File: config.mk
export PLATFORM = sky130hd
export DESIGN_NAME = exec_core_top
export DESIGN_NICKNAME = d
export VERILOG_FILES = /design/src/hw/core_pkg.sv /design/src/hw/alu.sv /design/src/hw/id_decode.sv /design/src/hw/ex_stage.sv /design/src/hw/wb_result.sv /design/src/hw/exec_core_top.sv
export SDC_FILE = /design/constraint.sdc
export NUM_CORES = 2
export LEC_CHECK = 0
export BUFFER_PORTS_ARGS = -buffer_cell sky130_fd_sc_hd__clkbuf_2
export CAP_MARGIN = 40
export CORE_MARGIN = 2
export CORE_UTILIZATION = 40
export DETAILED_ROUTE_END_ITERATION = 8
export GPL_TIMING_DRIVEN = 0
export HOLD_SLACK_MARGIN = 0.03
export PLACE_DENSITY_LB_ADDON = 0.25
export SLEW_MARGIN = 40
export SYNTH_ARGS = -nofsm -noshare
export SYNTH_HDL_FRONTEND = slang
export SYNTH_SLANG_ARGS = --single-unit
File: constraint.sdc
create_clock -name clk_i -period 15.1 [get_ports clk_i]
set_clock_uncertainty 0.2 [all_clocks]
set_input_delay 0 -clock clk_i [delete_from_list [all_inputs] [get_ports clk_i]]
set_output_delay 0 -clock clk_i [all_outputs]
set_load 0.01 [all_outputs]
File: src/hw/core_pkg.sv
package core_pkg;

localparam int XLEN = 32;

typedef enum logic [3:0] {
    ALU_ADD,
    ALU_SUB,
    ALU_SLL,
    ALU_SLT,
    ALU_SLTU,
    ALU_XOR,
    ALU_SRL,
    ALU_SRA,
    ALU_OR,
    ALU_AND,
    ALU_EQ,   // Compares return 0/1 in bit 0
    ALU_NE,
    ALU_LT,
    ALU_GE,
    ALU_LTU,
    ALU_GEU
} alu_operation_t;

// RV32I major opcodes
localparam logic [6:0] OPC_OP     = 7'b0110011;
localparam logic [6:0] OPC_OP_IMM = 7'b0010011;
localparam logic [6:0] OPC_LUI    = 7'b0110111;
localparam logic [6:0] OPC_AUIPC  = 7'b0010111;
localparam logic [6:0] OPC_JAL    = 7'b1101111;
localparam logic [6:0] OPC_JALR   = 7'b1100111;
localparam logic [6:0] OPC_BRANCH = 7'b1100011;

//////////////////////////////////////////////////
// Instruction formats, MSB first

typedef struct packed {
    logic [6:0] funct7;
    logic [4:0] rs2;
    logic [4:0] rs1;
    logic [2:0] funct3;
    logic [4:0] rd;
    logic [6:0] opcode;
} r_type_t;

typedef struct packed {
    logic [11:0] imm;
    logic [4:0]  rs1;
    logic [2:0]  funct3;
    logic [4:0]  rd;
    logic [6:0]  opcode;
} i_type_t;

typedef struct packed {
    logic [6:0] imm_11_5;
    logic [4:0] rs2;
    logic [4:0] rs1;
    logic [2:0] funct3;
    logic [4:0] imm_4_0;
    logic [6:0] opcode;
} s_type_t;

typedef struct packed {
    logic       imm_12;
    logic [5:0] imm_10_5;
    logic [4:0] rs2;
    logic [4:0] rs1;
    logic [2:0] funct3;
    logic [3:0] imm_4_1;
    logic       imm_11;
    logic [6:0] opcode;
} b_type_t;

typedef struct packed {
    logic [19:0] imm_31_12;
    logic [4:0]  rd;
    logic [6:0]  opcode;
} u_type_t;

typedef struct packed {
    logic       imm_20;
    logic [9:0] imm_10_1;
    logic       imm_11;
    logic [7:0] imm_19_12;
    logic [4:0] rd;
    logic [6:0] opcode;
} j_type_t;

// Same word, read through whichever format decode needs
typedef union packed {
    r_type_t r_type;
    i_type_t i_type;
    s_type_t s_type;
    b_type_t b_type;
    u_type_t u_type;
    j_type_t j_type;
} rv_instr_u;

endpackage

File: src/hw/alu.sv
`timescale 1ns/1ps

module alu import core_pkg::*; (
    input  alu_operation_t  operation_i,
    input  logic [XLEN-1:0] op1_i,
    input  logic [XLEN-1:0] op2_i,
    output logic [XLEN-1:0] res_o
);

logic [4:0] shamt;
logic       eq;
logic       lt_s;
logic       lt_u;

assign shamt = op2_i[4:0];  // Only low five bits shift
assign eq    = (op1_i == op2_i);
assign lt_s  = ($signed(op1_i) < $signed(op2_i));
assign lt_u  = (op1_i < op2_i);

always_comb begin
    case (operation_i)
        ALU_ADD:  res_o = op1_i + op2_i;
        ALU_SUB:  res_o = op1_i - op2_i;
        ALU_SLL:  res_o = op1_i << shamt;
        ALU_SLT:  res_o = {{(XLEN-1){1'b0}}, lt_s};
        ALU_SLTU: res_o = {{(XLEN-1){1'b0}}, lt_u};
        ALU_XOR:  res_o = op1_i ^ op2_i;
        ALU_SRL:  res_o = op1_i >> shamt;
        ALU_SRA:  res_o = $unsigned($signed(op1_i) >>> shamt);
        ALU_OR:   res_o = op1_i | op2_i;
        ALU_AND:  res_o = op1_i & op2_i;
        // Branch compares
        ALU_EQ:   res_o = {{(XLEN-1){1'b0}}, eq};
        ALU_NE:   res_o = {{(XLEN-1){1'b0}}, !eq};
        ALU_LT:   res_o = {{(XLEN-1){1'b0}}, lt_s};
        ALU_GE:   res_o = {{(XLEN-1){1'b0}}, !lt_s};
        ALU_LTU:  res_o = {{(XLEN-1){1'b0}}, lt_u};
        ALU_GEU:  res_o = {{(XLEN-1){1'b0}}, !lt_u};
    endcase
end

endmodule

File: src/hw/id_decode.sv
`timescale 1ns/1ps

module id_decode import core_pkg::*; (
    input  rv_instr_u       instr_i,
    input  logic [XLEN-1:0] pc_i,
    input  logic            valid_i,

    // Bypass from EX
    input  logic [4:0]      ex_rd_addr_i,
    input  logic            ex_reg_wen_i,
    input  logic [XLEN-1:0] ex_result_i,

    // Register file read
    input  logic [XLEN-1:0] rs1_data_i,
    input  logic [XLEN-1:0] rs2_data_i,
    output logic [4:0]      rs1_addr_o,
    output logic [4:0]      rs2_addr_o,

    // To EX
    output alu_operation_t  alu_operation_o,
    output logic [XLEN-1:0] alu_operand_1_o,
    output logic [XLEN-1:0] alu_operand_2_o,
    output logic [4:0]      rd_addr_o,
    output logic            reg_wen_o,
    output logic            is_branch_o,
    output logic            is_jump_o,
    output logic [XLEN-1:0] branch_target_o,
    output logic            valid_o
);

logic [XLEN-1:0] imm_i, imm_u, imm_b, imm_j;
logic [XLEN-1:0] rs1_val, rs2_val;
logic [XLEN-1:0] jalr_sum;
logic [2:0]      funct3;
logic            f7_ok;      // funct7 is 0000000 or 0100000
logic            supported;
logic            rd_wen;

// Shared by OP and OP-IMM
function automatic alu_operation_t arith_op(input logic [2:0] f3, input logic alt);
    case (f3)
        3'b000:  return alt ? ALU_SUB : ALU_ADD;
        3'b001:  return ALU_SLL;
        3'b010:  return ALU_SLT;
        3'b011:  return ALU_SLTU;
        3'b100:  return ALU_XOR;
        3'b101:  return alt ? ALU_SRA : ALU_SRL;
        3'b110:  return ALU_OR;
        default: return ALU_AND;
    endcase
endfunction

assign funct3     = instr_i.r_type.funct3;
assign f7_ok      = (instr_i.r_type.funct7 & 7'b1011111) == 7'b0;
assign rs1_addr_o = instr_i.r_type.rs1;
assign rs2_addr_o = instr_i.r_type.rs2;
assign rd_addr_o  = instr_i.r_type.rd;

//////////////////////////////////////////////////
// Immediates

assign imm_i = {{(XLEN-12){instr_i.i_type.imm[11]}}, instr_i.i_type.imm};
assign imm_u = {instr_i.u_type.imm_31_12, 12'b0};
assign imm_b = {{(XLEN-12){instr_i.b_type.imm_12}}, instr_i.b_type.imm_11,
                instr_i.b_type.imm_10_5, instr_i.b_type.imm_4_1, 1'b0};
assign imm_j = {{(XLEN-20){instr_i.j_type.imm_20}}, instr_i.j_type.imm_19_12,
                instr_i.j_type.imm_11, instr_i.j_type.imm_10_1, 1'b0};

// EX result wins over the register file, x0 excluded
assign rs1_val = (ex_reg_wen_i && ex_rd_addr_i == rs1_addr_o && rs1_addr_o != 5'd0) ?
                 ex_result_i : rs1_data_i;
assign rs2_val = (ex_reg_wen_i && ex_rd_addr_i == rs2_addr_o && rs2_addr_o != 5'd0) ?
                 ex_result_i : rs2_data_i;

assign jalr_sum = rs1_val + imm_i;

always_comb begin
    alu_operation_o = ALU_ADD;
    alu_operand_1_o = rs1_val;
    alu_operand_2_o = rs2_val;
    branch_target_o = pc_i + imm_b;
    is_branch_o     = 1'b0;
    is_jump_o       = 1'b0;
    rd_wen          = 1'b1;
    supported       = 1'b1;
    case (instr_i.r_type.opcode)
        OPC_OP: begin
            alu_operation_o = arith_op(funct3, instr_i.r_type.funct7[5]);
            supported       = f7_ok;  // Rejects M extension
        end
        OPC_OP_IMM: begin
            alu_operation_o = arith_op(funct3, funct3 == 3'b101 && instr_i.r_type.funct7[5]);
            alu_operand_2_o = imm_i;
            if (funct3 == 3'b001 || funct3 == 3'b101) begin
                supported = f7_ok;
            end
        end
        OPC_LUI: begin
            alu_operand_1_o = '0;
            alu_operand_2_o = imm_u;
        end
        OPC_AUIPC: begin
            alu_operand_1_o = pc_i;
            alu_operand_2_o = imm_u;
        end
        OPC_JAL, OPC_JALR: begin
            alu_operand_1_o = pc_i;          // Link value pc+4
            alu_operand_2_o = XLEN'(4);
            is_jump_o       = 1'b1;
            if (instr_i.r_type.opcode == OPC_JAL) begin
                branch_target_o = pc_i + imm_j;
            end else begin
                branch_target_o = {jalr_sum[XLEN-1:1], 1'b0};
                supported       = (funct3 == 3'b000);
            end
        end
        OPC_BRANCH: begin
            is_branch_o = 1'b1;
            rd_wen      = 1'b0;
            case (funct3)
                3'b000:  alu_operation_o = ALU_EQ;
                3'b001:  alu_operation_o = ALU_NE;
                3'b100:  alu_operation_o = ALU_LT;
                3'b101:  alu_operation_o = ALU_GE;
                3'b110:  alu_operation_o = ALU_LTU;
                3'b111:  alu_operation_o = ALU_GEU;
                default: supported = 1'b0;
            endcase
        end
        default: begin
            supported = 1'b0;  // Becomes a bubble
            rd_wen    = 1'b0;
        end
    endcase
end

assign valid_o   = valid_i && supported;
assign reg_wen_o = valid_o && rd_wen;

endmodule

File: src/hw/ex_stage.sv
`timescale 1ns/1ps

module ex_stage import core_pkg::*; #(
    parameter bit ISA_C = 1'b0
) (
    input  logic            clk_i,
    input  logic            rst_n_i,

    // From ID
    input  alu_operation_t  alu_operation_id_i,
    input  logic [XLEN-1:0] alu_operand_1_id_i,
    input  logic [XLEN-1:0] alu_operand_2_id_i,
    input  logic [4:0]      rd_addr_id_i,
    input  logic            reg_wen_id_i,
    input  logic            is_branch_id_i,
    input  logic            is_jump_id_i,
    input  logic [XLEN-1:0] branch_target_id_i,
    input  logic [XLEN-1:0] pc_id_i,
    input  logic            valid_id_i,

    // Control
    input  logic            stall_ex_i,
    input  logic            flush_ex_i,

    // To result stage and bypass
    output logic [4:0]      rd_addr_ex_o,
    output logic            reg_wen_ex_o,
    output logic            valid_ex_o,
    output logic [XLEN-1:0] alu_result_ex_o,

    // Next fetch and trap
    output logic [XLEN-1:0] branch_target_ex_o,
    output logic            branch_decision_ex_o,
    output logic            trap_ex_o
);

alu_operation_t  alu_operation_ex;
logic [XLEN-1:0] alu_operand_1_ex, alu_operand_2_ex;
logic [XLEN-1:0] target_ex;
logic [XLEN-1:0] pc_ex;
logic            is_branch_ex;
logic            is_jump_ex;

//////////////////////////////////////////////////
// ID -> EX register

always_ff @(posedge clk_i, negedge rst_n_i) begin
    if (!rst_n_i) begin
        valid_ex_o   <= 1'b0;
        reg_wen_ex_o <= 1'b0;
        is_branch_ex <= 1'b0;
        is_jump_ex   <= 1'b0;
    end else if (!stall_ex_i) begin
        if (flush_ex_i) begin
            // Bubble in place of the cancelled instruction
            valid_ex_o   <= 1'b0;
            reg_wen_ex_o <= 1'b0;
            is_branch_ex <= 1'b0;
            is_jump_ex   <= 1'b0;
        end else begin
            valid_ex_o   <= valid_id_i;
            reg_wen_ex_o <= reg_wen_id_i;
            is_branch_ex <= is_branch_id_i;
            is_jump_ex   <= is_jump_id_i;
        end
    end
end

always_ff @(posedge clk_i) begin
    if (!stall_ex_i) begin
        alu_operation_ex <= alu_operation_id_i;
        alu_operand_1_ex <= alu_operand_1_id_i;
        alu_operand_2_ex <= alu_operand_2_id_i;
        rd_addr_ex_o     <= rd_addr_id_i;
        target_ex        <= branch_target_id_i;
        pc_ex            <= pc_id_i;
    end
end

alu alu0 (
    .operation_i ( alu_operation_ex ),
    .op1_i       ( alu_operand_1_ex ),
    .op2_i       ( alu_operand_2_ex ),
    .res_o       ( alu_result_ex_o  )
);

// Jumps always taken, branches on compare bit
assign branch_decision_ex_o = valid_ex_o && (is_jump_ex || (is_branch_ex && alu_result_ex_o[0]));

// Fall-through address when not taken
assign branch_target_ex_o = branch_decision_ex_o ? target_ex : pc_ex + XLEN'(4);

// Misaligned target only matters without compressed instructions
assign trap_ex_o = (ISA_C == 1'b0) && branch_decision_ex_o && target_ex[1];

endmodule

File: src/hw/wb_result.sv
`timescale 1ns/1ps

module wb_result import core_pkg::*; (
    input  logic            clk_i,
    input  logic            rst_n_i,

    // From EX
    input  logic [4:0]      rd_addr_ex_i,
    input  logic            reg_wen_ex_i,
    input  logic            valid_ex_i,
    input  logic [XLEN-1:0] alu_result_ex_i,
    input  logic            stall_i,

    // Read ports for decode
    input  logic [4:0]      rs1_addr_i,
    input  logic [4:0]      rs2_addr_i,
    output logic [XLEN-1:0] rs1_data_o,
    output logic [XLEN-1:0] rs2_data_o,

    // Retired write
    output logic            wb_valid_o,
    output logic [4:0]      wb_rd_o,
    output logic [XLEN-1:0] wb_data_o
);

logic [XLEN-1:0] rf_q [32];
logic            rf_wen;

// No write while EX holds, x0 never written
assign rf_wen = valid_ex_i && reg_wen_ex_i && !stall_i && (rd_addr_ex_i != 5'd0);

always_ff @(posedge clk_i) begin
    if (rf_wen) begin
        rf_q[rd_addr_ex_i] <= alu_result_ex_i;
    end
end

//////////////////////////////////////////////////
// Write-through read ports

assign rs1_data_o = (rs1_addr_i == 5'd0) ? '0 :
                    (rf_wen && rd_addr_ex_i == rs1_addr_i) ? alu_result_ex_i :
                    rf_q[rs1_addr_i];
assign rs2_data_o = (rs2_addr_i == 5'd0) ? '0 :
                    (rf_wen && rd_addr_ex_i == rs2_addr_i) ? alu_result_ex_i :
                    rf_q[rs2_addr_i];

// Retire report follows the register file write
always_ff @(posedge clk_i, negedge rst_n_i) begin
    if (!rst_n_i) begin
        wb_valid_o <= 1'b0;
    end else begin
        wb_valid_o <= rf_wen;
    end
end

always_ff @(posedge clk_i) begin
    if (rf_wen) begin
        wb_rd_o   <= rd_addr_ex_i;
        wb_data_o <= alu_result_ex_i;
    end
end

endmodule

File: src/hw/exec_core_top.sv
`timescale 1ns/1ps

module exec_core_top import core_pkg::*; #(
    parameter bit ISA_C = 1'b0
) (
    input  logic            clk_i,
    input  logic            rst_n_i,
    input  logic [XLEN-1:0] instr_i,
    input  logic [XLEN-1:0] pc_i,
    input  logic            instr_valid_i,
    input  logic            stall_i,
    output logic            branch_taken_o,
    output logic [XLEN-1:0] branch_target_o,
    output logic            trap_o,
    output logic            wb_valid_o,
    output logic [4:0]      wb_rd_o,
    output logic [XLEN-1:0] wb_data_o
);

// Register file read
logic [4:0]      rs1_addr, rs2_addr;
logic [XLEN-1:0] rs1_data, rs2_data;

// Decode -> execute
alu_operation_t  alu_operation_id;
logic [XLEN-1:0] alu_operand_1_id, alu_operand_2_id;
logic [4:0]      rd_addr_id;
logic            reg_wen_id;
logic            is_branch_id;
logic            is_jump_id;
logic [XLEN-1:0] branch_target_id;
logic            valid_id;

// Execute -> result and bypass
logic [4:0]      rd_addr_ex;
logic            reg_wen_ex;
logic            valid_ex;
logic [XLEN-1:0] alu_result_ex;
logic            branch_decision;

id_decode dec0 (
    .instr_i         ( instr_i          ),
    .pc_i            ( pc_i             ),
    .valid_i         ( instr_valid_i    ),
    .ex_rd_addr_i    ( rd_addr_ex       ),
    .ex_reg_wen_i    ( reg_wen_ex       ),
    .ex_result_i     ( alu_result_ex    ),
    .rs1_data_i      ( rs1_data         ),
    .rs2_data_i      ( rs2_data         ),
    .rs1_addr_o      ( rs1_addr         ),
    .rs2_addr_o      ( rs2_addr         ),
    .alu_operation_o ( alu_operation_id ),
    .alu_operand_1_o ( alu_operand_1_id ),
    .alu_operand_2_o ( alu_operand_2_id ),
    .rd_addr_o       ( rd_addr_id       ),
    .reg_wen_o       ( reg_wen_id       ),
    .is_branch_o     ( is_branch_id     ),
    .is_jump_o       ( is_jump_id       ),
    .branch_target_o ( branch_target_id ),
    .valid_o         ( valid_id         )
);

ex_stage #(
    .ISA_C ( ISA_C )
) ex0 (
    .clk_i                ( clk_i            ),
    .rst_n_i              ( rst_n_i          ),
    .alu_operation_id_i   ( alu_operation_id ),
    .alu_operand_1_id_i   ( alu_operand_1_id ),
    .alu_operand_2_id_i   ( alu_operand_2_id ),
    .rd_addr_id_i         ( rd_addr_id       ),
    .reg_wen_id_i         ( reg_wen_id       ),
    .is_branch_id_i       ( is_branch_id     ),
    .is_jump_id_i         ( is_jump_id       ),
    .branch_target_id_i   ( branch_target_id ),
    .pc_id_i              ( pc_i             ),
    .valid_id_i           ( valid_id         ),
    .stall_ex_i           ( stall_i          ),
    .flush_ex_i           ( branch_decision  ),  // Cancels the next offer
    .rd_addr_ex_o         ( rd_addr_ex       ),
    .reg_wen_ex_o         ( reg_wen_ex       ),
    .valid_ex_o           ( valid_ex         ),
    .alu_result_ex_o      ( alu_result_ex    ),
    .branch_target_ex_o   ( branch_target_o  ),
    .branch_decision_ex_o ( branch_decision  ),
    .trap_ex_o            ( trap_o           )
);

wb_result wb0 (
    .clk_i           ( clk_i         ),
    .rst_n_i         ( rst_n_i       ),
    .rd_addr_ex_i    ( rd_addr_ex    ),
    .reg_wen_ex_i    ( reg_wen_ex    ),
    .valid_ex_i      ( valid_ex      ),
    .alu_result_ex_i ( alu_result_ex ),
    .stall_i         ( stall_i       ),
    .rs1_addr_i      ( rs1_addr      ),
    .rs2_addr_i      ( rs2_addr      ),
    .rs1_data_o      ( rs1_data      ),
    .rs2_data_o      ( rs2_data      ),
    .wb_valid_o      ( wb_valid_o    ),
    .wb_rd_o         ( wb_rd_o       ),
    .wb_data_o       ( wb_data_o     )
);

assign branch_taken_o = branch_decision;

endmodule

==> impl_metrics.csv <==
group,metric,value,unit
run_status,status,"completed",
hold_path,hold_class,"input port to flop",
yosys,ys_ff_latch,1203,
worst_setup_path,crit_required,15370,ps
floorplanning,core_area,170000,um2
timing,finalHoldViolations,0,
floorplanning,die_width,418,um
route,top_layer,"met5",
route,drtIter0Drc,9018,
route,firstDrtPassIters,6,
yosys,async_flop_share,0.416,%
placed_design,dp_hpwl,231000,um
grt,grt_pass1_wl,423000,um
floorplanning,start_util,40.4,%
finish,mostFrequentLayoutCell,"edfxtp_1",
floorplanning,rows,151,
finish,nFillCells,14654,
route,dr_wl_met3,40700,um
timing,timing.final.crit_period,10390,ps
route,routed_via_density,6.83,
finish,final_cell_area,82100,um2
yosys,synth_area_leaders,"edfxtp_1 52%, mux4_2 16%, mux2i_1 4.0%, ha_1 3.1%, a21oi_1 2.9%",
grt,gr-usage-all-layers,35.1,%
cts,post_cts_resized,0,
grt,grt-ovfl-total,0,
yosys,synth_ff_type,"edfxtp_1",
timing,rsz0062_at_grt,"no",
worst_setup_path,cp_max_fo,35,
cts,cts_root_buf,"clkbuf_16",
finish,drive_gt1_share,24.1,%
timing,finalSetupViolations,0,
yosys,synth_warnings,0,
worst_setup_path,critPathCaptureType,"flop",
route,vias,54920,
grt,grt_max_degree,75,
worst_setup_path,cp-start-kind,"flop",
yosys,avgSynthCellArea,13.4,um2
placed_design,dpl_cell_area,76400,um2
cts,clock_sink_count,1203,
cts,cts-htree-levels,4,
yosys,yosysTopAreaCell,"edfxtp_1",
power,power_leakage,28.8,nW
timing,post-route-period-util,68.8,%
floorplanning,die_area,175000,um2
power,peakVddDrop,0.000117,V
power,power_density,113,nW/um2
finish,final_cell_mix,"1198 x edfxtp_1, 482 x mux4_2, 383 x a21oi_1",
timing,drv_slew,0,
floorplanning,ioPinCount,140,
timing,maxClockFrequency,96.3,MHz
route,ant_nets,0,
placed_design,gp_congestion,1.01,
timing,tightest_slew,966,ps
worst_setup_path,arrival,10660,ps
cts,cts_buffer_depth,3,
worst_setup_path,critPathKind,"flop to flop",
yosys,synth_top_area_share,52.5,%
timing,fin_setup_tns,0,ps
finish,fin_util,48.3,%
timing,slew_headroom,33.8,%
cts,clkTransAtPathRegs,60,ps
yosys,syn_inst,5118,
route,met2_length,138000,um
floorplanning,die_height,418,um
cts,cts_tree,"yes",
grt,grt_pass1_vias,52432,
yosys,syn-cell-area,68600,um2
route,wl_met1,107000,um
route,drt-total-wl,312000,um
placed_design,portBuffers,137,
yosys,synth_edf_count,1198,
cts,numCtsBuffers,133,
run,cap_viol_max_count,0,
finish,syn_to_final_growth,19.7,%
grt,antenna_found_initial,17,
route,drc,0,
route,post_drt_wl_per_cell,38.7,um
finish,nets,5961,
yosys,ys_seq_area_share,52.6,%
yosys,yosys.cell_types.count,88,
cts,clk_latency,810,ps
## cells in the mapped netlist (11+ instances only)
| cell | n |
|---|---|
| a21o_1 | 62 |
| and3_1 | 23 |
| nand4_1 | 15 |
| nand2_1 | 276 |
| nand3b_1 | 11 |
| mux2i_1 | 273 |
| o31ai_1 | 16 |
| inv_1 | 142 |
| buf_1 | 71 |
| buf_2 | 32 |
| o21a_1 | 26 |
| nor3_1 | 77 |
| nand3_1 | 48 |
| or3_1 | 21 |
| a31oi_1 | 27 |
| nor4_1 | 19 |
| o21bai_1 | 18 |
| a221oi_1 | 40 |
| ha_1 | 171 |
| clkbuf_1 | 258 |
| or2_2 | 14 |
| o21ai_0 | 291 |
| a221o_1 | 11 |
| xnor2_1 | 63 |
| nand2b_1 | 23 |
| a211o_1 | 19 |
| o221ai_1 | 73 |
| nor2_1 | 351 |
| mux2_2 | 73 |
| or4_1 | 11 |
| a211oi_1 | 67 |
| nor2b_1 | 47 |
| and2_1 | 17 |
| edfxtp_1 | 1198 |
| a21oi_1 | 396 |
| o211ai_1 | 39 |
| xor2_1 | 60 |
| a22o_1 | 12 |
| o22ai_1 | 79 |
| mux4_2 | 482 |
## metrics by stage
stage                     std cells  hold slack [ps]  total power [mW]  setup WS, ps
final                          8043             52.0              9.25          4710
after global routing           8033             46.1              9.44          4510
after CTS                      8030             31.8              9.16          4920
after detailed placement       7672             -370              5.89          4950
after global placement         7504             -376              5.79          1730
after floorplan                5149             -496              5.07          6700
## repair_timing
item / CTS / global route
buffers inserted: 0 / 0
hold buffers: 125 / 0
hold endpoints to repair: 196 / 0
## power breakdown
part | internal [mW] | total [mW] | switching (mW)
logic | 0.648 | 1.97 | 1.32
clock network | 1.89 | 3.30 | 1.42
registers | 3.90 | 3.97 | 0.0729
## logic make-up (layout without fill, tap and decap cells)
family | Yosys count | count (layout) | share of synthesized area (%)
DFF | 1203 | 1203 | 52.6
adders and majority gates | 176 | 176 | 3.27
and+or+nand+nor | 980 | 980 | 6.56
other | 1 | 42 | 0.00547
AOI/OAI and AO/OA | 1293 | 1293 | 12.0
xor gates and xnor gates | 123 | 123 | 1.57
muxes | 828 | 828 | 21.0
buffers and inverters | 514 | 1180 | 2.93
## area by class of cell
class,instances,area [um2],share of cell area [%]
antenna,10,25.0,0.0305
buffer,369,1670,2.04
clock buffer,158,3470,4.23
clock inverter,75,813,0.991
inverter,145,552,0.672
multi-input combinational,3432,31300,38.1
sequential,1203,36100,44.0
tap,2218,2780,3.38
timing repair buffer,433,5390,6.57
## sequential cells by signal, summed over array words and instances, names as in the netlist, 4 cells and up
register	count
ex0.rd_addr_ex_o	5
ex0.pc_ex	32
ex0.target_ex	32
wb0.wb_data_o	32
wb0.wb_rd_o	5
ex0.alu_operand_2_ex	32
ex0.alu_operand_1_ex	32
ex0.alu_operation_ex	4
wb0.rf_q	1024
## worst max-delay path: stages, from the launching register on
cell and delay, ps:
edfxtp_1 540, inv_1 230, buf_1 590, clkbuf_1 480, clkbuf_1 700, ha_1 370
buf_2 180, a21oi_1 150, o21ai_0 210, a2111oi_0 770, o31ai_1 320, a21oi_1 290
nor3b_1 90, o21ai_0 360, a2111oi_0 190, a211oi_1 420, inv_2 410, o21ai_1 790
nor2_1 150, ha_1 380, a21oi_1 250, o21bai_1 160, or4_1 560, nor3b_1 220
a21oi_1 100, or4b_1 520, a41oi_1 290, a221oi_1 140
## layer usage
layer  vias to the layer above  GRT usage (%)
li1                      21704              -
met1                     27687           42.6
met2                      4396           53.9
met3                      1109           11.1
met4                        24           22.7
met5                         -          0.139
## final timing paths
kind | from | endpoint | slack, ps | cells past startpoint
worst max-delay path | ex0.alu_operand_2_ex[2] | ex0.target_ex[31] | 4710 | 27
worst min-delay path | instr_i[8] | ex0.target_ex[1] | 50 | 5
worst max register to register | ex0.alu_operand_2_ex[2] | ex0.target_ex[31] | 4710 | 27
worst min register to register | ex0.rd_addr_ex_o[1] | wb0.wb_rd_o[1] | 270 | 0
max in group asynchronous | rst_n_i | ex0.reg_wen_ex_o | 14030 | 4
min in group asynchronous | rst_n_i | wb0.wb_valid_o | 470 | 4
Power figures use the tool's default switching activity.
